==> src/hw/hackPkg.sv <==
/*
    hack computer shared definitions
    word and address widths, alu operation codes, jump conditions
*/
package hackPkg;

    localparam int wordWidth    = 16; // instruction, data and register width
    localparam int romAddrWidth = 8;  // 256 program words
    localparam int ramAddrWidth = 8;  // 256 data words

    // c1..c6 = zx nx zy ny f no, x is D, y is A or M
    typedef enum logic [5:0] {
        zero     = 6'b101010,
        one      = 6'b111111,
        minusOne = 6'b111010,
        passX    = 6'b001100,
        passY    = 6'b110000,
        notX     = 6'b001101,
        notY     = 6'b110001,
        negX     = 6'b001111,
        negY     = 6'b110011,
        incX     = 6'b011111,
        incY     = 6'b110111,
        decX     = 6'b001110,
        decY     = 6'b110010,
        xPlusY   = 6'b000010,
        xMinusY  = 6'b010011,
        yMinusX  = 6'b000111,
        xAndY    = 6'b000000,
        xOrY     = 6'b010101
    } aluOp;

    // j1..j3, tested on the alu result
    typedef enum logic [2:0] {
        jNone = 3'b000,
        jGt   = 3'b001, // out > 0
        jEq   = 3'b010, // out == 0
        jGe   = 3'b011, // out >= 0
        jLt   = 3'b100, // out < 0
        jNe   = 3'b101, // out != 0
        jLe   = 3'b110, // out <= 0
        jMp   = 3'b111  // unconditional
    } jumpCond;

    // from instruction bit 15
    typedef enum logic {
        aInstr = 1'b0,
        cInstr = 1'b1
    } instrKind;

endpackage

==> src/hw/instrRom.sv <==
/*
    program memory
    combinational fetch, clocked load port used under reset
*/
module instrRom import hackPkg::*; (
    input  logic                    clk,
    input  logic [romAddrWidth-1:0] addr,      // pc
    output logic [wordWidth-1:0]    instr,
    input  logic                    progWrite, // load strobe
    input  logic [romAddrWidth-1:0] progAddr,
    input  logic [wordWidth-1:0]    progData
);

    logic [wordWidth-1:0] words [0:(1 << romAddrWidth) - 1]; // 256 words

    // load port
    always_ff @(posedge clk) begin
        if (progWrite) begin
            words[progAddr] <= progData;
        end
    end

    // fetch, same cycle as pc
    assign instr = words[addr];

endmodule

==> config.mk <==
export PLATFORM = sky130hd
export DESIGN_NAME = instrRom
export DESIGN_NICKNAME = d
export VERILOG_FILES = /design/src/hw/hackPkg.sv /design/src/hw/instrRom.sv
export SDC_FILE = /design/constraint.sdc
export NUM_CORES = 2
export LEC_CHECK = 0
export BUFFER_PORTS_ARGS = -buffer_cell sky130_fd_sc_hd__buf_4
export CAP_MARGIN = 20
export CELL_PAD_IN_SITES_DETAIL_PLACEMENT = 1
export CELL_PAD_IN_SITES_GLOBAL_PLACEMENT = 1
export CORE_MARGIN = 3
export CORE_UTILIZATION = 61
export DETAILED_ROUTE_END_ITERATION = 7
export GPL_TIMING_DRIVEN = 0
export PLACE_DENSITY_LB_ADDON = 0.1
export SETUP_SLACK_MARGIN = 0.4
export SYNTH_ARGS = -nofsm -noshare
export SYNTH_HDL_FRONTEND = slang
export SYNTH_SLANG_ARGS = --single-unit
export TNS_END_PERCENT = 1
==> constraint.sdc <==
create_clock -name clk -period 9 [get_ports clk]
set_input_delay 1.35 -clock clk [delete_from_list [all_inputs] [get_ports clk]]
set_output_delay 1.35 -clock clk [all_outputs]
set_load 0.02 [all_outputs]
## Word level (Yosys, flattened, before mapping)

Memory sizes are Yosys's and may differ from the RTL's.
Index checks and enable logic that the tools add are counted.

| word-level totals | value |
|---|---|
| bits in registers | 0 |
| bits in writable memories | 4096 |
| output and inout port bits | 16 |
| memories kept | 1 |

| cells by class | value |
|---|---|
| muxes and demuxes | 2 |

Memory list:

| memory | depth | bits a word | read ports | clocked after Yosys merged registers in | write ports | line | source |
|---|---|---|---|---|---|---|---|
| words | 256 | 16 | 1 | 0 | 1 | instrRom.sv:14 | `logic [wordWidth-1:0] words [0:(1 << romAddrWidth) - 1];` |

Operators with widths:

| cell | number |
|---|---|
| 1-bit two-way mux | 2 |

## Depth between registers and ports, before layout

| logic depth | value |
|---|---|
| depth in word-level cells | 2 |
| depth in mapped cells | 12 |

## Least setup slack after synthesis

OpenSTA, ideal clock, no wires.

| timing path | value |
|---|---|
| path type | in2out |
| from | in addr[0] |
| to | out instr[11] |
| data arrival time | 3.614 ns |
| path slack | 4.036 ns |
| stages | 12 |
| buffers on the path | 6 |
| cells stage by stage | buf_6 -> buf_6 -> buf_8 -> buf_12 -> buf_12 -> buf_12 -> mux2i_1 -> o221ai_1 -> a21oi_1 -> o31ai_1 -> o32ai_1 -> nor4_1 |

| on the way | value |
|---|---|
| word-level cells in the longest chain between the ends | 1 |

RTL lines:

| element | line | source |
|---|---|---|
| start, declared | instrRom.sv:7 | `input logic [romAddrWidth-1:0] addr,` |
| memory 256 x 16 bit | - |  |
| end, declared | instrRom.sv:8 | `output logic [wordWidth-1:0] instr,` |

No other way between the ends.

## Worst setup path after layout

| timing path | value |
|---|---|
| from | in addr[2] |
| to | out instr[15] |

Same word-level chain as after synthesis.

==> results.cfg <==
[layout]
fill_cells = 19500
area_delta_synth_final_pct = 15.0
reg_top3 = words (4096)
largest-register = words
drive_gt1_share_pct = 27.2
largest_reg_flops = 4096
nets = 8129

[sta]
maxSlewHeadroom_pct = 9.63
drv_slew = 0
worst_pin_slew_ns = 1.36
rsz0062_at_grt = no
min_period_ns = 8.75
max_freq_mhz = 114
period_share_pct = 97.2
final_hold_viol_count = 0
setup_viol = 0
fin_ws_ns = 0.251

[power]
power_density_nw_per_um2 = 222
irDropWorstVdd_v = 0.000212
fin_total_pwr_mw = 40.5
p_leak_nw = 57.9

[die]
fp-row-count = 186
die-area_um2 = 266000
fp.dieW_um = 516
fp.dieH_um = 516
initial_core_util_pct = 61.5
coreArea_um2 = 258000
ios = 50

[routing]
vias_per_cell = 7.51
wl_per_cell_um = 46.4
drt_iter0_markers = 17600
dr.pass1.iters = 8
routed_wl_mm = 549
vias = 88900
ant_nets = 0
drc = 0

[global_route]
grt_overflow = 0
antenna_found_initial = 42
track_usage_pct = 41.5
grt_pass1_wl_mm = 745
grt_max_degree = 149
grt_pass1_vias = 88900

[min_path]
hold_path_startpoint = progData[12]
hp-class = in2reg

[synthesis]
synth_edf_count = 4096
async_reset_ff_share_pct = 0
synth_warnings = 0
synth_top_area_cell = edfxtp_1
yosys-top-cells-count = 4096 x edfxtp_1, 797 x mux4_2, 565 x mux2i_1
synth_seq_cells = 4096
synth_cell_type_count = 51
syn_avg_cell_area_um2 = 21.6
synth_top_area_share_pct = 77.7
syn_nets = 7378
synth_area_leaders = edfxtp_1 78%, mux4_2 11%, mux2i_1 3.6%, o221ai_1 1.4%, nor2_1 0.72%
synth.most_common_cell = edfxtp_1
synth_ff_type = edfxtp_1
synthesis.area_um2 = 158000
ys_seq_area_share_pct = 77.7
postSynthCellCount = 7344

[clock_network]
cts.sinks = 4096
htree_levels = 5
cts_tree = built
clk_path_buf_depth = 4
cts-root-buf = clkbuf_16
cts_resized = 0
cts.clk_slew.worst_paths_ns = 0.06
postCtsSetupRepairBufs = 0
tritoncts.num_buffers = 403
cts_hold_buf = 0

[placement]
numPortBuffers = 39
gp_congestion = 1.03
place_ws_ns = 0.626
post-dp-hpwl_mm = 360

[setup_path]
worstSetupEndpointType = output pin
crit_required_ns = 7.65
crit_start = addr[2]
crit_path_max_fanout = 10
path_class = in2out
cp-endpoint = instr[15]
cp-start-kind = input pin
arrival_ns = 7.40

[run]
cap_violations = 0

[outcome]
outcome = finished, final reports clean
==> through the flow <==
stage	instance area, µm²	std cells	hold WS (ns)	setup TNS (ns)	util (%)
3_3_place_gp	163000	10800	2.36	-0.0773	63.2
4_1_cts	182000	11800	0.593	0	70.6
6_report	182000	11800	0.632	0	70.7
2_1_floorplan	158000	7344	1.45	0	-
3_5_place_dp	169000	11100	1.60	0	65.5
5_1_grt	182000	11800	0.636	0	70.7
==> layer usage <==
layer	part of all wire, %	global-route usage (%)	wire length, µm	vias to the layer above
li1	-	-	-	32800
met2	44	60.0	243000	8245
met3	15	14.8	83100	1597
met1	34	55.2	184000	46300
met5	0.024	0	130	-
met4	7.0	23.9	38600	16
==> worst max-delay path: stages <==
cell and delay, ns:
buf_2 0.40, clkbuf_1 1.01, buf_2 0.64, clkbuf_1 0.62
buf_6 0.26, clkbuf_1 0.87, a21oi_1 0.16, nor3_1 0.49
nor3_1 0.31, nor4_1 0.94, buf_4 0.30
==> worst min path at each step <==
stage | slack [ns] | cells past startpoint | endpoint
3_3_place_gp | 2.36 | 3 | words[252][14]$_DFFE_PP_
6_report | 0.63 | 1 | words[127][12]$_DFFE_PP_
4_1_cts | 0.59 | 1 | words[111][12]$_DFFE_PP_
2_1_floorplan | 1.45 | 0 | words[0][0]$_DFFE_PP_
3_5_place_dp | 1.60 | 1 | words[111][12]$_DFFE_PP_
5_1_grt | 0.64 | 1 | words[111][12]$_DFFE_PP_
==> cell usage in the layout, fill, tap and decap left out, drive strengths merged, types with 32 or more instances in the layout <==
cell type	count
nand3	35
o22ai	148
a22oi	43
mux4	797
mux2	88
buf	562
bufinv	38
a21oi	175
a22o	32
nand2	38
nor3	92
o221ai	253
edfxtp	4096
nor2	304
mux2i	565
clkinv	187
clkbuf	720
o21ai	38
==> where the power goes <==
part	switching (mW)	leakage (nW)	internal, mW
clock	7.47	6.34	9.48
combinational	1.75	14.8	0.754
sequential	0.0128	36.8	21.0
==> final cells by class <==
class | count | area, µm² | share of cell area, %
antenna | 23 | 57.6 | 0.0316
buffer | 452 | 2700 | 1.48
clock buffer | 484 | 10600 | 5.81
clock inverter | 256 | 2350 | 1.29
inverter | 4 | 15.0 | 0.00825
multi-input combinational | 2792 | 33400 | 18.3
sequential | 4096 | 123000 | 67.5
tap | 3384 | 4230 | 2.33
timing repair buffer | 346 | 5780 | 3.17
==> cells by family (layout without fill, tap and decap cells) <==
logic type      count (synthesis)  in the layout  share of synthesized area [%]
compound gates                786            786                           3.54
simple gates                  556            556                           1.58
buf+inv                       456           1542                           1.70
other cells                     0             23                              0
mux                          1450           1450                           15.5
flops                        4096           4096                           77.7
No activity file was read; power rests on OpenSTA's default activity.
