File: src/hw/hackPkg.sv
/*
    hack computer shared definitions
    word and address widths, alu operation codes, jump conditions
*/
package hackPkg;

    localparam int wordWidth    = 16; // instruction, data and register width
    localparam int romAddrWidth = 8;  // 256 program words
    localparam int ramAddrWidth = 8;  // 256 data words

    // c1..c6 = zx nx zy ny f no, x is D, y is A or M
    typedef enum logic [5:0] {
        zero     = 6'b101010,
        one      = 6'b111111,
        minusOne = 6'b111010,
        passX    = 6'b001100,
        passY    = 6'b110000,
        notX     = 6'b001101,
        notY     = 6'b110001,
        negX     = 6'b001111,
        negY     = 6'b110011,
        incX     = 6'b011111,
        incY     = 6'b110111,
        decX     = 6'b001110,
        decY     = 6'b110010,
        xPlusY   = 6'b000010,
        xMinusY  = 6'b010011,
        yMinusX  = 6'b000111,
        xAndY    = 6'b000000,
        xOrY     = 6'b010101
    } aluOp;

    // j1..j3, tested on the alu result
    typedef enum logic [2:0] {
        jNone = 3'b000,
        jGt   = 3'b001, // out > 0
        jEq   = 3'b010, // out == 0
        jGe   = 3'b011, // out >= 0
        jLt   = 3'b100, // out < 0
        jNe   = 3'b101, // out != 0
        jLe   = 3'b110, // out <= 0
        jMp   = 3'b111  // unconditional
    } jumpCond;

    // from instruction bit 15
    typedef enum logic {
        aInstr = 1'b0,
        cInstr = 1'b1
    } instrKind;

endpackage

File: src/hw/dataBus.sv
/*
    cpu to data ram link
    single cycle access, combinational read, clocked write
*/
interface dataBus import hackPkg::*; ();

    logic [ramAddrWidth-1:0] addr;      // low bits of A
    logic [wordWidth-1:0]    writeData; // alu result
    logic                    writeEn;   // store to M
    logic [wordWidth-1:0]    readData;  // M, pre-write content

    modport cpu (
        output addr,
        output writeData,
        output writeEn,
        input  readData
    );

    modport mem (
        input  addr,
        input  writeData,
        input  writeEn,
        output readData
    );

endinterface

File: src/hw/dataRam.sv
/*
    data memory
    asynchronous read at bus address, write on the clock edge
*/
module dataRam import hackPkg::*; (
    input logic clk,
    dataBus.mem bus
);

    // contents not cleared by reset
    logic [wordWidth-1:0] words [0:(1 << ramAddrWidth) - 1];

    // store
    always_ff @(posedge clk) begin
        if (bus.writeEn) begin
            words[bus.addr] <= bus.writeData;
        end
    end

    // read shows old word until the edge
    assign bus.readData = words[bus.addr];

endmodule

File: src/flat_wrapper.sv
// flat-port wrapper written by rule: the top's interface ports become plain ports
module dataRam_flat import hackPkg::*;
  (clk, bus_addr, bus_writeData, bus_writeEn, bus_readData);
  dataBus bus_i ();
  input logic clk;
  input wire logic [$bits(bus_i.addr)-1:0] bus_addr;
  input wire logic [$bits(bus_i.writeData)-1:0] bus_writeData;
  input wire logic [$bits(bus_i.writeEn)-1:0] bus_writeEn;
  output wire logic [$bits(bus_i.readData)-1:0] bus_readData;
  assign bus_i.addr = bus_addr;
  assign bus_i.writeData = bus_writeData;
  assign bus_i.writeEn = bus_writeEn;
  assign bus_readData = bus_i.readData;
  dataRam u_core (.clk(clk), .bus(bus_i));
endmodule
File: config.mk
export PLATFORM = sky130hd
export DESIGN_NAME = dataRam_flat
export DESIGN_NICKNAME = d
export VERILOG_FILES = /design/src/hw/hackPkg.sv /design/src/hw/dataBus.sv /design/src/hw/dataRam.sv /design/src/flat_wrapper.sv
export SDC_FILE = /design/constraint.sdc
export NUM_CORES = 2
export LEC_CHECK = 0
export ABC_AREA = 0
export BUFFER_PORTS_ARGS = -buffer_cell sky130_fd_sc_hd__buf_2
export CELL_PAD_IN_SITES_DETAIL_PLACEMENT = 1
export CELL_PAD_IN_SITES_GLOBAL_PLACEMENT = 1
export CORE_MARGIN = 3
export CORE_UTILIZATION = 51
export CTS_CLUSTER_DIAMETER = 200
export CTS_CLUSTER_SIZE = 14
export DETAILED_ROUTE_END_ITERATION = 10
export GPL_TIMING_DRIVEN = 1
export HOLD_SLACK_MARGIN = 0.08
export PLACE_DENSITY_LB_ADDON = 0.2
export SYNTH_ARGS = -nofsm -noshare
export SYNTH_HDL_FRONTEND = slang
export SYNTH_SLANG_ARGS = --single-unit
File: constraint.sdc
create_clock -name clk -period 2.9 [get_ports clk]
set_input_delay 0.29 -clock clk [delete_from_list [all_inputs] [get_ports clk]]
set_output_delay 0.29 -clock clk [all_outputs]
set_load 0.02 [all_outputs]
Word level (Yosys, flattened, before mapping)
Memories as Yosys holds them, arrays and structs flattened.
Index checks and enable logic that the tools add are counted.
{"block": "word_totals", "register_bits": 0, "ramBits": 4096, "input_bits": 26, "output_inout_bits": 16, "elab_cells": 3, "mem_count": 1}
{"name": "u_core.words", "words": 256, "width": 16, "read_ports": 1, "rd_clocked_by_memory_dff": 0, "wr": 1, "line": "dataRam.sv:11", "text": "logic [wordWidth-1:0] words [0:(1 << ramAddrWidth) - 1];"}
{"block": "op_classes", "muxes": 2}
{"operator": "1-bit 2-to-1 mux", "n": 2}

Longest topological paths before layout
{"block": "depth", "depth_word": 2, "ltp_mapped": 10, "depth_no_buf": 5}

Least setup slack after synthesis
No wires, ideal clock.
{"block": "synth_path", "path_type": "input-to-reg", "startpoint": "input port bus_addr[0]", "endpoint": "memory u_core.words[145][0] (enable)", "setup_time_ns": 0.409, "arrival_ns": 2.584, "required_time_ns": 2.491, "setup_slack_ns": -0.093, "cell_stages": 7, "n_path_buf": 5, "path_cell_list": "clkbuf_1 > buf_6 > clkbuf_1 > buf_2 > nand2b_1 > clkbuf_1 > nor3_1"}
{"element": "start, declared", "line": "flat_wrapper.sv:6", "text": "input wire logic [$bits(bus_i.addr)-1:0] bus_addr;"}
{"element": "end, declared", "line": "dataRam.sv:11"}
No word-level cell before the write port.

Final worst setup path
{"block": "layout_path", "startpoint": "memory u_core.words[111][3]", "endpoint": "output port bus_readData[3]"}
{"block": "layout_between", "elab_chain_len": 1}
{"element": "memory read 256 x 16 bit"}
{"element": "end, declared", "line": "flat_wrapper.sv:9", "text": "output wire logic [$bits(bus_i.readData)-1:0] bus_readData;"}
No other way between the ends.

==> impl_metrics.yaml <==
yosys:
  ys_warn_count: 0
  synthSimpleGateAreaFrac_pct: 0.909
  synth_area_sq_um: 155000
  synth_xor_area_share_pct: 0
  muxShareOfSynthArea_pct: 14.9
  postSynthCellCount: 6711
  synth_top_family_by_area: "multiplexers"
  ys_seq_area_share_pct: 79.3
  synth_compound_area_share_pct: 3.67
  synth_adder_area_share_pct: 0
  synth_fp_nets: 6737
  synth_seq_cells: 4096
  synth.distinct_cells: 21
  synth_area_per_cell_sq_um: 23.1
finish:
  reg_top3: "u_core.words: 4096 flops"
  fin_util_pct: 60.1
  top_register: "u_core.words"
  largest_reg_flops: 4096
  area_growth_pct: 16.8
  drive_above_1_share_pct: 36.6
  fin_cells: 11710
  layout.nets: 7748
route:
  drtIter0Drc: 10976
  viasPerCell: 6.65
  via_count: 77846
  wl_per_cell_microns: 37.3
  drcViolationCount: 0
  antenna_left: 0
  firstDrtPassIters: 6
  wl_mm: 437
clocking:
  cts_tree: "yes"
  cts_buffer_depth: 4
  clock-sinks: 4096
  cts.htree.levels: 5
  cts_buffers: 330
  root_buffer: "clkbuf_16"
  cts_setup_buffers: 0
  clk_transition_reported_paths_ns: 0.07
outcome:
  violations: "setup timing"
  outcome: "finished with violations"
timing:
  fin_crit_sh_pct: 145
  drv_slew: 0
  rsz0062_at_grt: "true"
  slew_headroom_pct: 29.6
  finalCriticalPeriod_ns: 4.19
  setup_viol: 16
  worst_pin_slew_ns: 1.06
  finalHoldViolCount: 0
  fmax_mhz: 239
  layout_setup_ws_ns: -1.29
hold_path:
  whs_endpoint: "u_core.words[216][15]"
  min-delay-start: "bus_writeData[15]"
  hold_path.class: "primary input to register"
  min_path_cells: 2
worst_setup_path:
  crit_type: "register to output pin"
  crit_path_cell_trace: "mux4_2 -> a22oi_1 -> a21oi_4 -> o41ai_4 -> buf_4 -> nand4_1 -> buf_4 -> buf_6"
  crit_path_end_kind: "output pin"
  worstPathRequired_ns: 2.61
  cp_top_family: "compound AO/OA/AOI/OAI gates"
  critPathMostFrequentCell: "buf_4"
  cp_slowest_stage_delay_ns: 0.64
  path_buf_inv: 3
  crit_path_max_fanout: 1
  cp.arrival_ns: 3.90
  cp-start-kind: "register"
  slowest_stage: "o41ai_4"
floorplanning:
  rows: 201
  initial_core_util_pct: 51.5
  die_h_microns: 557
  core_sq_um: 301000
  die-area_sq_um: 311000
  chipWidth_microns: 557
  ios: 42
placement:
  place.gp.congestion: 0.833
  port_buffers: 41
  place_inst: 11348
  dp_hpwl_mm: 272
grt:
  grt_pass1_wl_mm: 622
  grt_pass1_vias: 81285
  grtUsageTotal_pct: 28.2
  antenna_found_initial: 25
  grt_max_degree: 109
  gr-total-overflow: 0
pwr:
  leakagePower_nw: 56.3
  power_density_nw_per_um2: 622
  ir_drop_mv: 0.583
flow_run:
  drv_cap: 0
## per-layer routing
metal | track usage, % | vias up | routed length (microns) | share of wire [%]
li1 | - | 30719 | - | -
met1 | 39.5 | 42387 | 168000 | 38
met2 | 45.5 | 4005 | 214000 | 49
met3 | 3.95 | 725 | 34600 | 7.9
met4 | 11.1 | 10 | 19700 | 4.5
met5 | 0 | - | 57 | 0.013
## report_power, final
| part | switching [W] | internal (W) | total [W] |
|---|---|---|---|
| Combinational | 0.00434 | 0.00275 | 0.00709 |
| Sequential | 0.0000328 | 0.0652 | 0.0652 |
| Clock | 0.0198 | 0.0206 | 0.0404 |
| Total | 0.0242 | 0.0886 | 0.113 |
## timing repair
item                       4_1_cts  5_1_grt
hold endpoints to repair      1722        0
hold buffers                    16        0
setup endpoints to repair       16       16
pin swaps                       58       91
gates resized for setup        171      154
cloned                           0        0
## synth_stat cells (all sizes together)
| cell | count | area share [%] |
|---|---|---|
| edfxtp | 4096 | 79 |
| mux4 | 1024 | 15 |
| a22oi | 512 | 2.5 |
| clkbuf | 258 | 0.62 |
| a21oi | 256 | 0.83 |
| nor2 | 232 | 0.56 |
| buf | 162 | 0.62 |
| o41ai | 64 | 0.36 |
| nor3 | 30 | 0.097 |
| nand2 | 28 | 0.068 |
| nand4 | 16 | 0.065 |
| nand3 | 13 | 0.042 |
| nor2b | 7 | 0.028 |
| nand2b | 6 | 0.024 |
| and2 | 3 | 0.012 |
| or2 | 2 | 0.0081 |
| inv | 1 | 0.0024 |
| or3 | 1 | 0.0040 |
## through the flow
| stage | hold WS [ns] | setup slack [ns] | cell area, sq um | power [W] | setup TNS [ns] |
|---|---|---|---|---|---|
| after global routing | 0.220 | -1.32 | 181000 | 0.116 | -16.09 |
| after CTS | 0.164 | -1.39 | 180000 | 0.113 | -16.94 |
| after detailed placement | 0.566 | -1.93 | 171000 | 0.0733 | -24.92 |
| after floorplan | 0.389 | -0.0930 | 155000 | 0.0694 | -33.67 |
| after global placement | 0.566 | -1.90 | 171000 | 0.0731 | -23.31 |
| final | 0.228 | -1.29 | 181000 | 0.113 | -15.26 |
## worst max path at each step
stage	from	end	slack, ns	depth (start not counted)
detailed placement	bus_addr[0]	bus_readData[3]	-1.93	10
global route	u_core.words[107][3]	bus_readData[3]	-1.32	8
global placement	bus_addr[0]	bus_readData[3]	-1.90	10
finish	u_core.words[111][3]	bus_readData[3]	-1.29	8
CTS	u_core.words[75][3]	bus_readData[3]	-1.39	9
floorplan	bus_addr[0]	u_core.words[145][0]	-0.09	7
## cell type report
| type | instances | area (sq um) |
|---|---|---|
| multi-input combinational | 2194 | 32300 |
| fill | 24275 | 120000 |
| tap | 3958 | 4950 |
| antenna | 5 | 12.5 |
| clock buffer | 336 | 8410 |
| inverter | 1 | 3.75 |
| sequential | 4096 | 123000 |
| clock inverter | 21 | 318 |
| timing repair buffer | 1099 | 12100 |
## cells by family after synthesis
family / after synthesis
AOI/OAI and AO/OA: 832
buffers and inverters: 421
DFF: 4096
muxes: 1024
and+or+nand+nor: 338
## cell usage in the layout (no fill, tap or decap), types with 73 or more instances in the layout
cell	n
nor2_1	184
a22oi_2	127
a21oi_1	169
clkbuf_16	336
mux4_2	1024
buf_4	741
a21oi_2	73
edfxtp_1	4096
a22oi_1	385
buf_12	293
(Power assumes the default switching activity.)
