--- src/hw/hackPkg.sv ---
/*
    hack computer shared definitions
    word and address widths, alu operation codes, jump conditions
*/
package hackPkg;

    localparam int wordWidth    = 16; // instruction, data and register width
    localparam int romAddrWidth = 8;  // 256 program words
    localparam int ramAddrWidth = 8;  // 256 data words

    // c1..c6 = zx nx zy ny f no, x is D, y is A or M
    typedef enum logic [5:0] {
        zero     = 6'b101010,
        one      = 6'b111111,
        minusOne = 6'b111010,
        passX    = 6'b001100,
        passY    = 6'b110000,
        notX     = 6'b001101,
        notY     = 6'b110001,
        negX     = 6'b001111,
        negY     = 6'b110011,
        incX     = 6'b011111,
        incY     = 6'b110111,
        decX     = 6'b001110,
        decY     = 6'b110010,
        xPlusY   = 6'b000010,
        xMinusY  = 6'b010011,
        yMinusX  = 6'b000111,
        xAndY    = 6'b000000,
        xOrY     = 6'b010101
    } aluOp;

    // j1..j3, tested on the alu result
    typedef enum logic [2:0] {
        jNone = 3'b000,
        jGt   = 3'b001, // out > 0
        jEq   = 3'b010, // out == 0
        jGe   = 3'b011, // out >= 0
        jLt   = 3'b100, // out < 0
        jNe   = 3'b101, // out != 0
        jLe   = 3'b110, // out <= 0
        jMp   = 3'b111  // unconditional
    } jumpCond;

    // from instruction bit 15
    typedef enum logic {
        aInstr = 1'b0,
        cInstr = 1'b1
    } instrKind;

endpackage

--- src/hw/dataBus.sv ---
/*
    cpu to data ram link
    single cycle access, combinational read, clocked write
*/
interface dataBus import hackPkg::*; ();

    logic [ramAddrWidth-1:0] addr;      // low bits of A
    logic [wordWidth-1:0]    writeData; // alu result
    logic                    writeEn;   // store to M
    logic [wordWidth-1:0]    readData;  // M, pre-write content

    modport cpu (
        output addr,
        output writeData,
        output writeEn,
        input  readData
    );

    modport mem (
        input  addr,
        input  writeData,
        input  writeEn,
        output readData
    );

endinterface

--- src/hw/hackAlu.sv ---
/*
    hack alu
    zero/negate controls on both inputs, add or and, optional output negate
*/
module hackAlu import hackPkg::*; (
    input  logic [wordWidth-1:0] x,        // D register
    input  logic [wordWidth-1:0] y,        // A or M
    input  aluOp                 op,
    output logic [wordWidth-1:0] result,
    output logic                 zero,     // result == 0
    output logic                 negative  // result < 0
);

    logic [5:0]           ctl;  // raw bits, so unnamed codes still decode
    logic [wordWidth-1:0] xZ;
    logic [wordWidth-1:0] xN;
    logic [wordWidth-1:0] yZ;
    logic [wordWidth-1:0] yN;
    logic [wordWidth-1:0] fOut;

    assign ctl = op;

    // x side
    assign xZ = ctl[5] ? '0 : x;   // zx
    assign xN = ctl[4] ? ~xZ : xZ; // nx

    // y side
    assign yZ = ctl[3] ? '0 : y;   // zy
    assign yN = ctl[2] ? ~yZ : yZ; // ny

    // function select, f=1 add, f=0 and
    always_comb begin
        if (ctl[1]) begin
            fOut = xN + yN; // carry out dropped
        end else begin
            fOut = xN & yN;
        end
    end

    assign result = ctl[0] ? ~fOut : fOut; // no

    // flags on final result
    assign zero     = (result == '0);
    assign negative = result[wordWidth-1];

endmodule

--- src/hw/hackCpu.sv ---
/*
    hack cpu, one instruction per clock
    decode, A/D registers, alu operand muxes, jump test and program counter
*/
module hackCpu import hackPkg::*; (
    input  logic                    clk,
    input  logic                    reset,
    input  logic [wordWidth-1:0]    instr, // from rom at pc
    output logic [romAddrWidth-1:0] pc,
    dataBus.cpu                     mem,
    output logic [wordWidth-1:0]    regA,
    output logic [wordWidth-1:0]    regD
);

    // instruction layout
    // 1 x x a  c1 c2 c3 c4  c5 c6 d1 d2  d3 j1 j2 j3
    instrKind             kind;
    aluOp                 op;
    jumpCond              jump;
    logic                 isC;
    logic                 selM;  // a bit
    logic                 destA; // d1
    logic                 destD; // d2
    logic                 destM; // d3

    logic [wordWidth-1:0] yIn;
    logic [wordWidth-1:0] aluOut;
    logic                 aluZero;
    logic                 aluNeg;
    logic [wordWidth-1:0] aIn;
    logic                 loadA;
    logic                 condMet;
    logic                 takeJump;

    // decode
    assign kind = instrKind'(instr[15]);
    assign isC  = (kind == cInstr);
    assign selM = instr[12];
    assign op   = aluOp'(instr[11:6]);
    assign {destA, destD, destM} = instr[5:3];
    assign jump = jumpCond'(instr[2:0]);

    // y operand, A or M
    assign yIn = selM ? mem.readData : regA;

    hackAlu aluInst (
        .x        (regD),
        .y        (yIn),
        .op       (op),
        .result   (aluOut),
        .zero     (aluZero),
        .negative (aluNeg)
    );

    // A input: constant for A-instr, alu result otherwise
    assign aIn   = isC ? aluOut : instr; // bit 15 already clear for A-instr
    assign loadA = !isC || destA;

    // jump condition on alu flags
    always_comb begin
        case (jump)
            jNone:   condMet = 1'b0;
            jGt:     condMet = !aluZero && !aluNeg;
            jEq:     condMet = aluZero;
            jGe:     condMet = !aluNeg;
            jLt:     condMet = aluNeg;
            jNe:     condMet = !aluZero;
            jLe:     condMet = aluNeg || aluZero;
            jMp:     condMet = 1'b1;
            default: condMet = 1'b0;
        endcase
    end

    assign takeJump = isC && condMet; // A-instr never jumps

    // A, D and pc
    always_ff @(posedge clk) begin
        if (reset) begin
            regA <= '0;
            regD <= '0;
            pc   <= '0;
        end else begin
            if (loadA) begin
                regA <= aIn;
            end
            if (isC && destD) begin
                regD <= aluOut;
            end
            // load from A or step, wraps at rom depth
            pc <= takeJump ? regA[romAddrWidth-1:0] : pc + 1'b1;
        end
    end

    // data bus
    assign mem.addr      = regA[ramAddrWidth-1:0]; // wraps at ram depth
    assign mem.writeData = aluOut;
    assign mem.writeEn   = isC && destM && !reset; // no stores while in reset

endmodule

--- src/flat_wrapper.sv ---
// flat-port wrapper written by rule: the top's interface ports become plain ports
module hackCpu_flat import hackPkg::*;
  (clk, reset, instr, pc, regA, regD, mem_addr, mem_writeData, mem_writeEn, mem_readData);
  dataBus mem_i ();
  input  logic clk;
  input  logic reset;
  input  logic [wordWidth-1:0] instr;
  output logic [romAddrWidth-1:0] pc;
  output logic [wordWidth-1:0] regA;
  output logic [wordWidth-1:0] regD;
  output wire logic [$bits(mem_i.addr)-1:0] mem_addr;
  output wire logic [$bits(mem_i.writeData)-1:0] mem_writeData;
  output wire logic [$bits(mem_i.writeEn)-1:0] mem_writeEn;
  input wire logic [$bits(mem_i.readData)-1:0] mem_readData;
  assign mem_addr = mem_i.addr;
  assign mem_writeData = mem_i.writeData;
  assign mem_writeEn = mem_i.writeEn;
  assign mem_i.readData = mem_readData;
  hackCpu u_core (.clk(clk), .reset(reset), .instr(instr), .pc(pc), .mem(mem_i), .regA(regA), .regD(regD));
endmodule
--- config.mk ---
export PLATFORM = sky130hd
export DESIGN_NAME = hackCpu_flat
export DESIGN_NICKNAME = d
export VERILOG_FILES = /design/src/hw/hackPkg.sv /design/src/hw/dataBus.sv /design/src/hw/hackAlu.sv /design/src/hw/hackCpu.sv /design/src/flat_wrapper.sv
export SDC_FILE = /design/constraint.sdc
export NUM_CORES = 1
export LEC_CHECK = 0
export ABC_CLOCK_PERIOD_IN_PS = 6000
export BUFFER_PORTS_ARGS = -buffer_cell sky130_fd_sc_hd__buf_2
export CAP_MARGIN = 20
export CORE_MARGIN = 4
export CORE_UTILIZATION = 54
export CTS_CLUSTER_DIAMETER = 80
export DETAILED_ROUTE_END_ITERATION = 16
export GPL_ROUTABILITY_DRIVEN = 0
export GPL_TIMING_DRIVEN = 0
export HOLD_SLACK_MARGIN = 0.08
export PLACE_DENSITY = 0.78
export SYNTH_ARGS = -nofsm -noshare
export SYNTH_HDL_FRONTEND = slang
export SYNTH_SLANG_ARGS = --single-unit
--- constraint.sdc ---
create_clock -name clk -period 6 [get_ports clk]
set_input_delay 0.9 -clock clk [delete_from_list [all_inputs] [get_ports clk]]
set_output_delay 0.9 -clock clk [all_outputs]
set_load 0.01 [all_outputs]
* After elaboration in Yosys (flattened, before gate mapping)
Index checks and enable logic that the tools add are counted.
** Operators by class
- Add/subtract/negate cells :: 2
- Eq/ne operators :: 7
- Muxes and demuxes :: 10
- Bitwise gates (word level) :: 4
- Reductions and logical operators :: 13
** Operator list (number)
- $mux 16 :: 8
- $not 16->16 :: 3
- $add 16x16->16 :: 1
- $and 16x16->16 :: 1
- $logic_not 16->1 :: 1
- $eq 3x3->1 const B :: 4
- $add 8x1->8 const B :: 1
- $mux 8 :: 1
- $pmux 1 s8 :: 1
- $eq 3x2->1 const B :: 2
- $logic_and 1x1->1 :: 5
- $logic_not 1->1 :: 4
- $eq 3x1->1 const B :: 1
- $logic_not 3->1 :: 1
- $logic_or 1x1->1 :: 2
** Word-level totals
- Bits in registers :: 40
- Output and inout port bits :: 65
- Logic and storage cells :: 39

* Logic depth before layout (Yosys ltp)
Gate-level depths: netlist of the first run.
- Word-level depth :: 14
- Mapped depth :: 18

* By module
A second synthesis of the first run with hierarchy kept.
** Unflattened totals
- Cell total of the unflattened synthesis :: 485
- Area total of the unflattened synthesis :: 3870.0 µm²
** Modules (own cells, without submodules)
- hackCpu :: times used 1, cells an instance 218, area each 1963.1 µm², seq. area each 800.8 µm²
- hackAlu :: times used 1, cells an instance 267, area each 1906.8 µm², seq. area each 0.0 µm²

* Least setup slack after synthesis of the first run
Ideal clock, no wire load.
- Kind :: input-to-reg
- Start point :: input port instr[12]
- End point :: register u_core.pc[6]
- Data arrival time :: 5.103 ns
- Required time :: 5.862 ns
- Setup slack :: 0.759 ns
- Cell stages on the path :: 17
- Buffers on the path :: 3
- Cells stage by stage :: clkbuf_1 clkbuf_1 mux2i_1 nor2_1 xor2_1 ha_1 o211ai_1 o21ai_1 xor2_1 mux2_1 or4_1 mux2_4 o41a_1 a211oi_2 buf_6 o21ai_1 nor3b_2
** Between the ends
- Cells in the longest elaborated chain, start to end :: 14
- Elaborated cells between the ends (all ways) :: 17
** Ends and longest elaborated chain
- from (decl) :: line flat_wrapper.sv:7 : input logic [wordWidth-1:0] instr;
- $mux 16 * :: line hackCpu.sv:44 : assign yIn = selM ? mem.readData : regA;
- $mux 16 * :: line hackAlu.sv:28 : assign yZ = ctl[3] ? '0 : y;
- $not 16->16 :: line hackAlu.sv:29 : assign yN = ctl[2] ? ~yZ : yZ;
- $mux 16 * :: line hackAlu.sv:29
- $add 16x16->16 / $and 16x16->16 (equally long branches) :: line hackAlu.sv:34, hackAlu.sv:36
- $mux 16 * :: line hackAlu.sv:33 : if (ctl[1]) begin
- $not 16->16 :: line hackAlu.sv:40 : assign result = ctl[0] ? ~fOut : fOut;
- $mux 16 * :: line hackAlu.sv:40
- $logic_not 16->1 :: line hackAlu.sv:43 : assign zero = (result == '0);
- $logic_not 1->1 :: line hackCpu.sv:63, hackCpu.sv:67
- $logic_and 1x1->1 :: line hackCpu.sv:63 : jGt: condMet = !aluZero && !aluNeg;
- $pmux 1 s8 * :: line hackCpu.sv:61 : case (jump)
- $logic_and 1x1->1 * :: line hackCpu.sv:74 : assign takeJump = isC && condMet;
- $mux 8 * :: line hackCpu.sv:90 : pc <= takeJump ? regA[romAddrWidth-1:0] : pc + 1'b1;
- to (signal assigned) :: line hackCpu.sv:90
- to (decl) :: line hackCpu.sv:9 : output logic [romAddrWidth-1:0] pc,
Every way passes the cells marked *; elsewhere a longest branch is shown, timed or not.
A chain may end at the register's enable or synchronous reset.

* Final worst setup path of the first run
- Start point :: input port instr[10]
- End point :: register u_core.pc[6]
** Between the ends
- Cells in the longest elaborated chain, start to end :: 11
- Elaborated cells between the ends (all ways) :: 14
** Ends and longest elaborated chain
- $mux 16 * :: line hackAlu.sv:25 : assign xN = ctl[4] ? ~xZ : xZ;
- $add 16x16->16 / $and 16x16->16 (equally long branches) :: line hackAlu.sv:34, hackAlu.sv:36
- $mux 16 * :: line hackAlu.sv:33
- $not 16->16 :: line hackAlu.sv:40
- $mux 16 * :: line hackAlu.sv:40
- $logic_not 16->1 :: line hackAlu.sv:43
- $logic_not 1->1 :: line hackCpu.sv:63, hackCpu.sv:67
- $logic_and 1x1->1 :: line hackCpu.sv:63
- $pmux 1 s8 * :: line hackCpu.sv:61
- $logic_and 1x1->1 * :: line hackCpu.sv:74
- $mux 8 * :: line hackCpu.sv:90
Marked as above.

==> qor.csv, run 1 <==
stage,metric,value,unit
status,status,finished clean,
floorplan,dieHeight,92.5,um
cts,clockRootBuffer,clkbuf_8,
power,ir_drop,0.167,mV
setup_path,cp.required,6160,ps
cells_and_area,nets,645,
cts,path_clk_slew,80,ps
sta,setup_viol,0,
logic_synthesis,synthAdderAreaFrac,6.04,%
sta,tightest_slew,778,ps
detailed_routing,drt-pass1-iter-count,5,
cells_and_area,finalNonFillerCells,690,
sta,skew,6.04,ps
power,total_power,1140,uW
min_path,min_path_type,reg2reg,
sta,rsz0062_at_grt,no,
logic_synthesis,synth_compound_area_share,18.3,%
global_routing,grt_max_degree,12,
cts,clk_latency,300,ps
global_routing,grt_pass1_wl,19300,um
floorplan,core_area,6870,um2
cts,numClockSinks,40,
global_routing,grt_usage,27.8,%
floorplan,io_pins,99,
power,seqPwrFrac,28.6,%
floorplan,std_cell_rows,30,
sta,fmax,0.178,GHz
logic_synthesis,syn_avg_cell_area,7.80,um2
logic_synthesis,netlist_area,3850,um2
logic_synthesis,synth_seq_cells,40,
setup_path,ff2ff_path_depth,16,
setup_path,crit_arrival,5800,ps
setup_path,crit_path_max_incr_delay,650,ps
power,total_leakage_power,0.00201,uW
power,intPower,643,uW
setup_path,start_kind,input port,
logic_synthesis,synth_flop_cell,dfxtp_1,
cts,ctsLongestPathBuffers,2,
run,max_cap_violations,0,
cells_and_area,antenna_cells,0,
floorplan,initial_core_util,56.1,%
logic_synthesis,yosys.area_share.simple,24.4,%
min_path,holdPathStages,2,
logic_synthesis,async_reset_ff_share,0,%
setup_path,cp_num_buf_inv,3,
detailed_routing,antenna_left,0,
setup_path,slowest_stage,clkbuf_1,
logic_synthesis,seq_area_frac_synth,20.8,%
setup_path,crit_chain,"clkbuf_1, clkbuf_1, xnor2_1, fa_1, a211oi_2, o211a_1, o21ai_1, a21o_1, a211oi_1, mux2_4, o41a_1, a211oi_2, buf_6, o21ai_1, nor3b_2",
sta,max_slew_margin,48.1,%
logic_synthesis,synthMuxAreaShare,11.3,%
cts,htree_levels,2,
logic_synthesis,synth_cell_types,53,
global_routing,grt_overflow,0,
power,p_switching,495,uW
detailed_routing,avgViaCountPerCell,5.85,
placement,dp_cells,682,
cells_and_area,layout.cells.most_common,buf_2,
detailed_routing,drtIter0Drc,317,
logic_synthesis,yosysWarnings,0,
floorplan,dieArea,8550,um2
cells_and_area,drive_gt1_share,21.7,%
logic_synthesis,synth_xor_area_share,12.7,%
logic_synthesis,syn_nets,546,
global_routing,grt_pass1_vias,3792,
detailed_routing,wl_per_cell,17.4,um
floorplan,fp.dieW,92.5,um
global_routing,antenna_found_initial,0,
detailed_routing,drc,0,
power,p_sw_share,43.5,%
sta,maxSlewViolCount,0,
cells_and_area,syn_to_final_growth,17.4,%
cts,cts_tree,yes,
placement,numPortBuffers,92,
sta,period_share,93.9,%
logic_synthesis,synth_top_family_by_area,simple AND/OR/NAND/NOR gates,
setup_path,worstSetupPathType,in2reg,
cells_and_area,layout_common_cells,"buf_2, nand2_1, nor2_1",
power,p_clk_share,16.8,%
power,comb_power_share,54.6,%
sta,tns,0,ps
power,power_density,251,nW/um2
cts,numCtsBuffers,5,
setup_path,cp_top_family,compound AO/OA/AOI/OAI gates,
detailed_routing,routed_wl,12000,um
detailed_routing,vias,4034,
setup_path,crit_path_end_kind,flip-flop,
sta,hold_viol,0,
setup_path,cp_max_fo,10,
logic_synthesis,synth-edff-count,0,
sta,finalCriticalPeriod,5630,ps
logic_synthesis,netlist_instances,494,
setup_path,cp.depth,15,
cts,cts_setup_buffers,0,
placement,dpl.hpwl,9430,um
cells_and_area,fin_util,65.9,%
-- synth_stat cells, types with 6 or more instances --
library cell / number / share of area [%]
nor3b_1: 8 / 1.6
o21ai_1: 6 / 0.78
inv_1: 9 / 0.88
nand3_1: 14 / 1.8
xor2_1: 25 / 5.7
a21o_1: 7 / 1.4
xnor2_1: 31 / 7.0
nor3b_2: 7 / 2.3
mux2i_1: 37 / 9.6
a211oi_1: 16 / 3.1
o21ai_0: 15 / 1.9
a21oi_1: 29 / 3.8
nand2_1: 44 / 4.3
nor3_1: 15 / 1.9
buf_4: 9 / 1.8
o21a_1: 6 / 1.2
ha_1: 17 / 5.5
nor2_1: 43 / 4.2
clkbuf_1: 24 / 2.3
dfxtp_1: 40 / 21
buf_1: 7 / 0.68
nand2b_1: 21 / 3.4
-- routing by layer --
layer	vias to the layer above	wire, um	global-route usage [%]
met5	-	0	0
met4	0	342	9.90
met3	34	764	3.66
met2	176	5660	47.0
met1	1891	5230	36.3
li1	1933	-	-
-- kinds of logic (layout without fill, tap and decap cells) --
kind of cell             count (synthesis)  after routing
buffers and inverters                   53            153
AND/OR/NAND/NOR                        179            179
XOR/XNOR                                56             56
multiplexers                            42             42
flip-flops                              40             40
AO/OA/AOI/OAI                          106            106
adder cells (fa/ha/maj)                 18             18
-- metrics by stage --
stage               hold WS [ps]  area, um2  setup slack [ps]
CTS                          477       4520               227
floorplan                    493       3850               759
global route                 503       4530               166
detailed placement           467       4430             -24.7
finish                       478       4530               366
global placement             459       4430              59.3
-- what timing repair did --
item | 4_1_cts | 5_1_grt
hold buffers | 0 | 0
gates resized for setup | 0 | 2
endpoints found under the setup margin | 0 | 3
-- path summary, 6_finish.rpt --
kind,start,endpoint,slack (ps)
hold reg to reg,u_core.regD[6],u_core.regD[6],480
setup reg to reg,u_core.regA[0],u_core.pc[6],1380
hold / removal,u_core.regD[6],u_core.regD[6],480
setup / recovery,instr[10],u_core.pc[6],370
-- flip-flops by register name, summed over array words and instances, names as in the netlist --
register,flops
u_core.pc,8
u_core.regD,16
u_core.regA,16
-- worst reg2reg max path: cells and delay by family (launching register included) --
family          cells  cell delay [ps]
flops               1              430
compound gates      8             2280
fa+ha+maj           2              730
xor+xnor            1               90
buf+inv             1              210
mux                 2              490
simple gates        2              280
-- final cells by class --
type	count	area, um2
buffer	44	218
multi-input combinational	401	2800
sequential	40	801
fill	626	2340
timing repair buffer	92	460
tap	96	120
clock buffer	8	90.1
inverter	9	33.8
-- power by group through the flow --
stage	Clock (uW)	Sequential, uW	Combinational (uW)
floorplan	0	339	410
global placement	0	330	592
detailed placement	0	330	607
CTS	192	325	610
global route	202	329	674
finish	192	325	621
Power figures use the tool's default switching activity.
==> inputs of run 2 (changes only) <==
- ABC_AREA: default -> 1
- CORE_UTILIZATION: 54 -> 35
- PLACE_DENSITY: 0.78 -> 0.53
==> run 2 against run 1 <==
Against the previous run:
- synthesized area is 3.6% higher
- sequential share of layout area is 0.96 points lower
- clock skew up 3.5 ps
- synthesized cell count is 38% higher
- highest routed layer unchanged
- setup slack gained 520 ps
- critical endpoint is now mem_writeData[15]
- critical path type is now in2out
- via count up 12%
- final area grew 5.8%
- clock-buffer cell count down 2
- die area grew 54%
- combinational power down 13%
- register-to-register slack better by 1200 ps
==> qor.csv, run 2 <==
stage,metric,value,unit,change
detailed_routing,antenna_left,0,,unchanged
logic_synthesis,seq_area_frac_synth,20.1,%,was 20.8%
cts,cts_tree,yes,,unchanged
cells_and_area,layout.cells.most_common,nand2_1,,was buf_2
floorplan,initial_core_util,36.3,%,was 56.1%
floorplan,std_cell_rows,38,,was 30
logic_synthesis,synth_cell_types,33,,was 53
power,power_density,235,nW/um2,was 251 nW/um2
logic_synthesis,netlist_instances,684,,was 494
sta,max_slew_margin,51.1,%,was 48.1%
setup_path,cp_max_fo,10,,unchanged
cts,ctsLongestPathBuffers,2,,unchanged
sta,tns,0,ps,unchanged
detailed_routing,drc,0,,unchanged
sta,finalCriticalPeriod,5110,ps,was 5630 ps
power,comb_power_share,48.0,%,was 54.6%
power,total_leakage_power,0.00269,uW,was 0.00201 uW
logic_synthesis,yosys.area.top_type,nand2_1,,was dfxtp_1
logic_synthesis,synth_seq_cells,40,,unchanged
logic_synthesis,syn_nets,736,,was 546
placement,dpl.hpwl,11000,um,was 9430 um
power,p_clk_share,24.3,%,was 16.8%
logic_synthesis,synth-edff-count,0,,unchanged
logic_synthesis,yosysWarnings,0,,unchanged
sta,setup_viol,0,,unchanged
cells_and_area,layout_common_cells,"nand2_1, inv_1, buf_2",,"was buf_2, nand2_1, nor2_1"
global_routing,grt_overflow,0,,unchanged
sta,maxSlewViolCount,0,,unchanged
floorplan,core_area,11000,um2,was 6870 um2
setup_path,cp.depth,20,,was 15
cells_and_area,filler_cell_count,1236,,was 626
cells_and_area,fin_util,43.6,%,was 65.9%
global_routing,grt_usage,20.0,%,was 27.8%
cells_and_area,seq_area,801,um2,unchanged
power,seqPwrFrac,27.7,%,was 28.6%
logic_synthesis,syn_avg_cell_area,5.84,um2,was 7.80 um2
setup_path,crit_arrival,4210,ps,was 5800 ps
setup_path,cp_num_buf_inv,7,,was 3
floorplan,dieHeight,115,um,was 92.5 um
status,status,finished clean,,unchanged
cells_and_area,top_regs,"u_core.regA: 16 flops, u_core.regD: 16 flops, u_core.pc: 8 flops",,unchanged
sta,hold_viol,0,,unchanged
floorplan,io_pins,99,,unchanged
floorplan,dieArea,13200,um2,was 8550 um2
cells_and_area,multi_input_area,2570,um2,was 2800 um2
power,ir_drop,0.106,mV,was 0.167 mV
sta,tightest_slew,733,ps,was 778 ps
setup_path,crit_path_end_kind,output port,,was flip-flop
detailed_routing,routed_wl,13300,um,was 12000 um
detailed_routing,drt-pass1-iter-count,5,,unchanged
global_routing,antenna_found_initial,0,,unchanged
logic_synthesis,synth_flop_cell,dfxtp_1,,unchanged
setup_path,ff2ff_path_depth,23,,was 16
setup_path,cp.required,5100,ps,was 6160 ps
global_routing,grt_pass1_vias,4223,,was 3792
cts,clockRootBuffer,clkbuf_16,,was clkbuf_8
cts,cts-hold-fix-buffers,0,,unchanged
power,intPower,649,uW,was 643 uW
cts,clk_latency,290,ps,was 300 ps
global_routing,grt_max_degree,13,,was 12
detailed_routing,wl_per_cell,14.3,um,was 17.4 um
cts,numCtsBuffers,5,,unchanged
power,p_switching,478,uW,was 495 uW
setup_path,crit_chain,"clkbuf_1, clkbuf_1, xor2_1, inv_1, ha_1, nand2_1, inv_1, nand2_1, nand2_1, a21oi_2, nand2_2, a21oi_1, or2_1, nand3_2, nand2_1, nand2_2, nand2_2, inv_1, buf_4, buf_2",,"was clkbuf_1, clkbuf_1, xnor2_1, fa_1, a211oi_2, o211a_1, o21ai_1, a21o_1, a211oi_1, mux2_4, o41a_1, a211oi_2, buf_6, o21ai_1, nor3b_2"
detailed_routing,vias,4515,,was 4034
setup_path,slowest_stage,clkbuf_1,,unchanged
cts,path_clk_slew,60,ps,was 80 ps
sta,rsz0062_at_grt,no,,unchanged
setup_path,worstSetupPathType,in2out,,was in2reg
setup_path,cp_top_family,buffers and inverters,,was compound AO/OA/AOI/OAI gates
sta,fmax,0.196,GHz,was 0.178 GHz
logic_synthesis,synth_top_cell_area_share,20.9,%,was 20.8%
cells_and_area,nets,837,,was 645
logic_synthesis,async_reset_ff_share,0,%,unchanged
run,max_cap_violations,0,,unchanged
setup_path,start_kind,input port,,unchanged
cts,htree_levels,2,,unchanged
min_path,min_path_type,reg2reg,,unchanged
cells_and_area,drive_gt1_share,19.3,%,was 21.7%
min_path,holdPathStages,2,,unchanged
placement,numPortBuffers,94,,was 92
global_routing,grt_pass1_wl,21000,um,was 19300 um
cells_and_area,antenna_cells,0,,unchanged
power,p_sw_share,42.4,%,was 43.5%
logic_synthesis,synth_commonest_cells,"nand2_1, inv_1, nand3_1",,"was nand2_1, nor2_1, dfxtp_1"
logic_synthesis,netlist_area,3990,um2,was 3850 um2
detailed_routing,drtIter0Drc,297,,was 317
cts,numClockSinks,40,,unchanged
detailed_routing,avgViaCountPerCell,4.88,,was 5.85
cells_and_area,syn_to_final_growth,19.9,%,was 17.4%
sta,skew,9.49,ps,was 6.04 ps
cts,cts_setup_buffers,0,,unchanged
logic_synthesis,synthTopCellsByArea,"nand2_1, dfxtp_1, inv_1",,"was dfxtp_1, mux2i_1, xnor2_1"
cts,post_cts_resized,0,,unchanged
setup_path,cpMostUsedCell,nand2_1,,
sta,period_share,85.2,%,was 93.9%
floorplan,fp.dieW,115,um,was 92.5 um
setup_path,crit_path_max_incr_delay,620,ps,was 650 ps
logic_synthesis,yosysMostFrequentCell,nand2_1,,unchanged
==> run 2: cell types whose count changed after synthesis, sizes merged, moves of 15 or more <==
cell,delta
nand2,+183
inv,+100
nand3,+54
mux2i,-37
xnor2,-28
nand2b,-21
a211oi,-19
nor2,+15
nor3b,-15
==> run 2: routing by layer <==
metal  track usage (%)  part of all wire (%)  vias up
li1                  -                     -     2319
met1              28.3                    48     2046
met2              32.2                    45      134
met3              2.95                   5.8       16
met4              4.38                   1.5        0
met5                 0                     0        -
==> run 2: logic make-up (layout without fill, tap and decap cells) <==
logic type,Yosys count,after routing,share of synthesized area [%]
adders and majority gates,18,18,5.83
and+or+nand+nor,363,363,38.5
DFF,40,40,20.1
xor gates and xnor gates,42,42,9.22
buffers and inverters,147,249,15.5
AOI/OAI and AO/OA,74,74,10.9
==> run 2: power by group through the flow <==
stage	clock, uW	combinational (uW)	sequential [uW]
floorplan	0	370	324
global placement	0	537	317
detailed placement	0	542	317
CTS	279	545	312
global route	290	616	315
finish	274	541	312
==> run 2: tightest hold or removal path, cell delays in order, from the launching register on <==
cell	delay, ps
dfxtp_1	320
nand2_1	60
a31oi_1	70
==> run 2: worst paths after layout <==
kind	start	end	slack, ps
hold reg to reg	u_core.regA[8]	u_core.regA[8]	510
setup / recovery	instr[10]	mem_writeData[15]	890
hold / removal	u_core.regA[8]	u_core.regA[8]	510
setup reg to reg	u_core.regA[0]	u_core.pc[2]	2540
==> run 2: through the flow <==
step	instance area [um2]	hold WS (ps)	power, uW	cells	setup slack (ps)
final	4790	506	1130	926	888
after global placement	4640	496	854	918	883
after floorplan	3990	521	694	684	1660
after CTS	4790	506	1140	926	847
after detailed placement	4640	496	859	918	858
after global routing	4790	530	1220	926	535
==> run 2: cell type report <==
type                            instances  share of cell area (%)
Buffer                                 36                    4.16
Clock buffer                            6                    2.90
Clock inverter                          2                   0.209
Inverter                              111                    8.73
Multi-Input combinational cell        497                    53.8
Sequential cell                        40                    16.7
Tap cell                              140                    3.66
Timing Repair Buffer                   94                    9.83
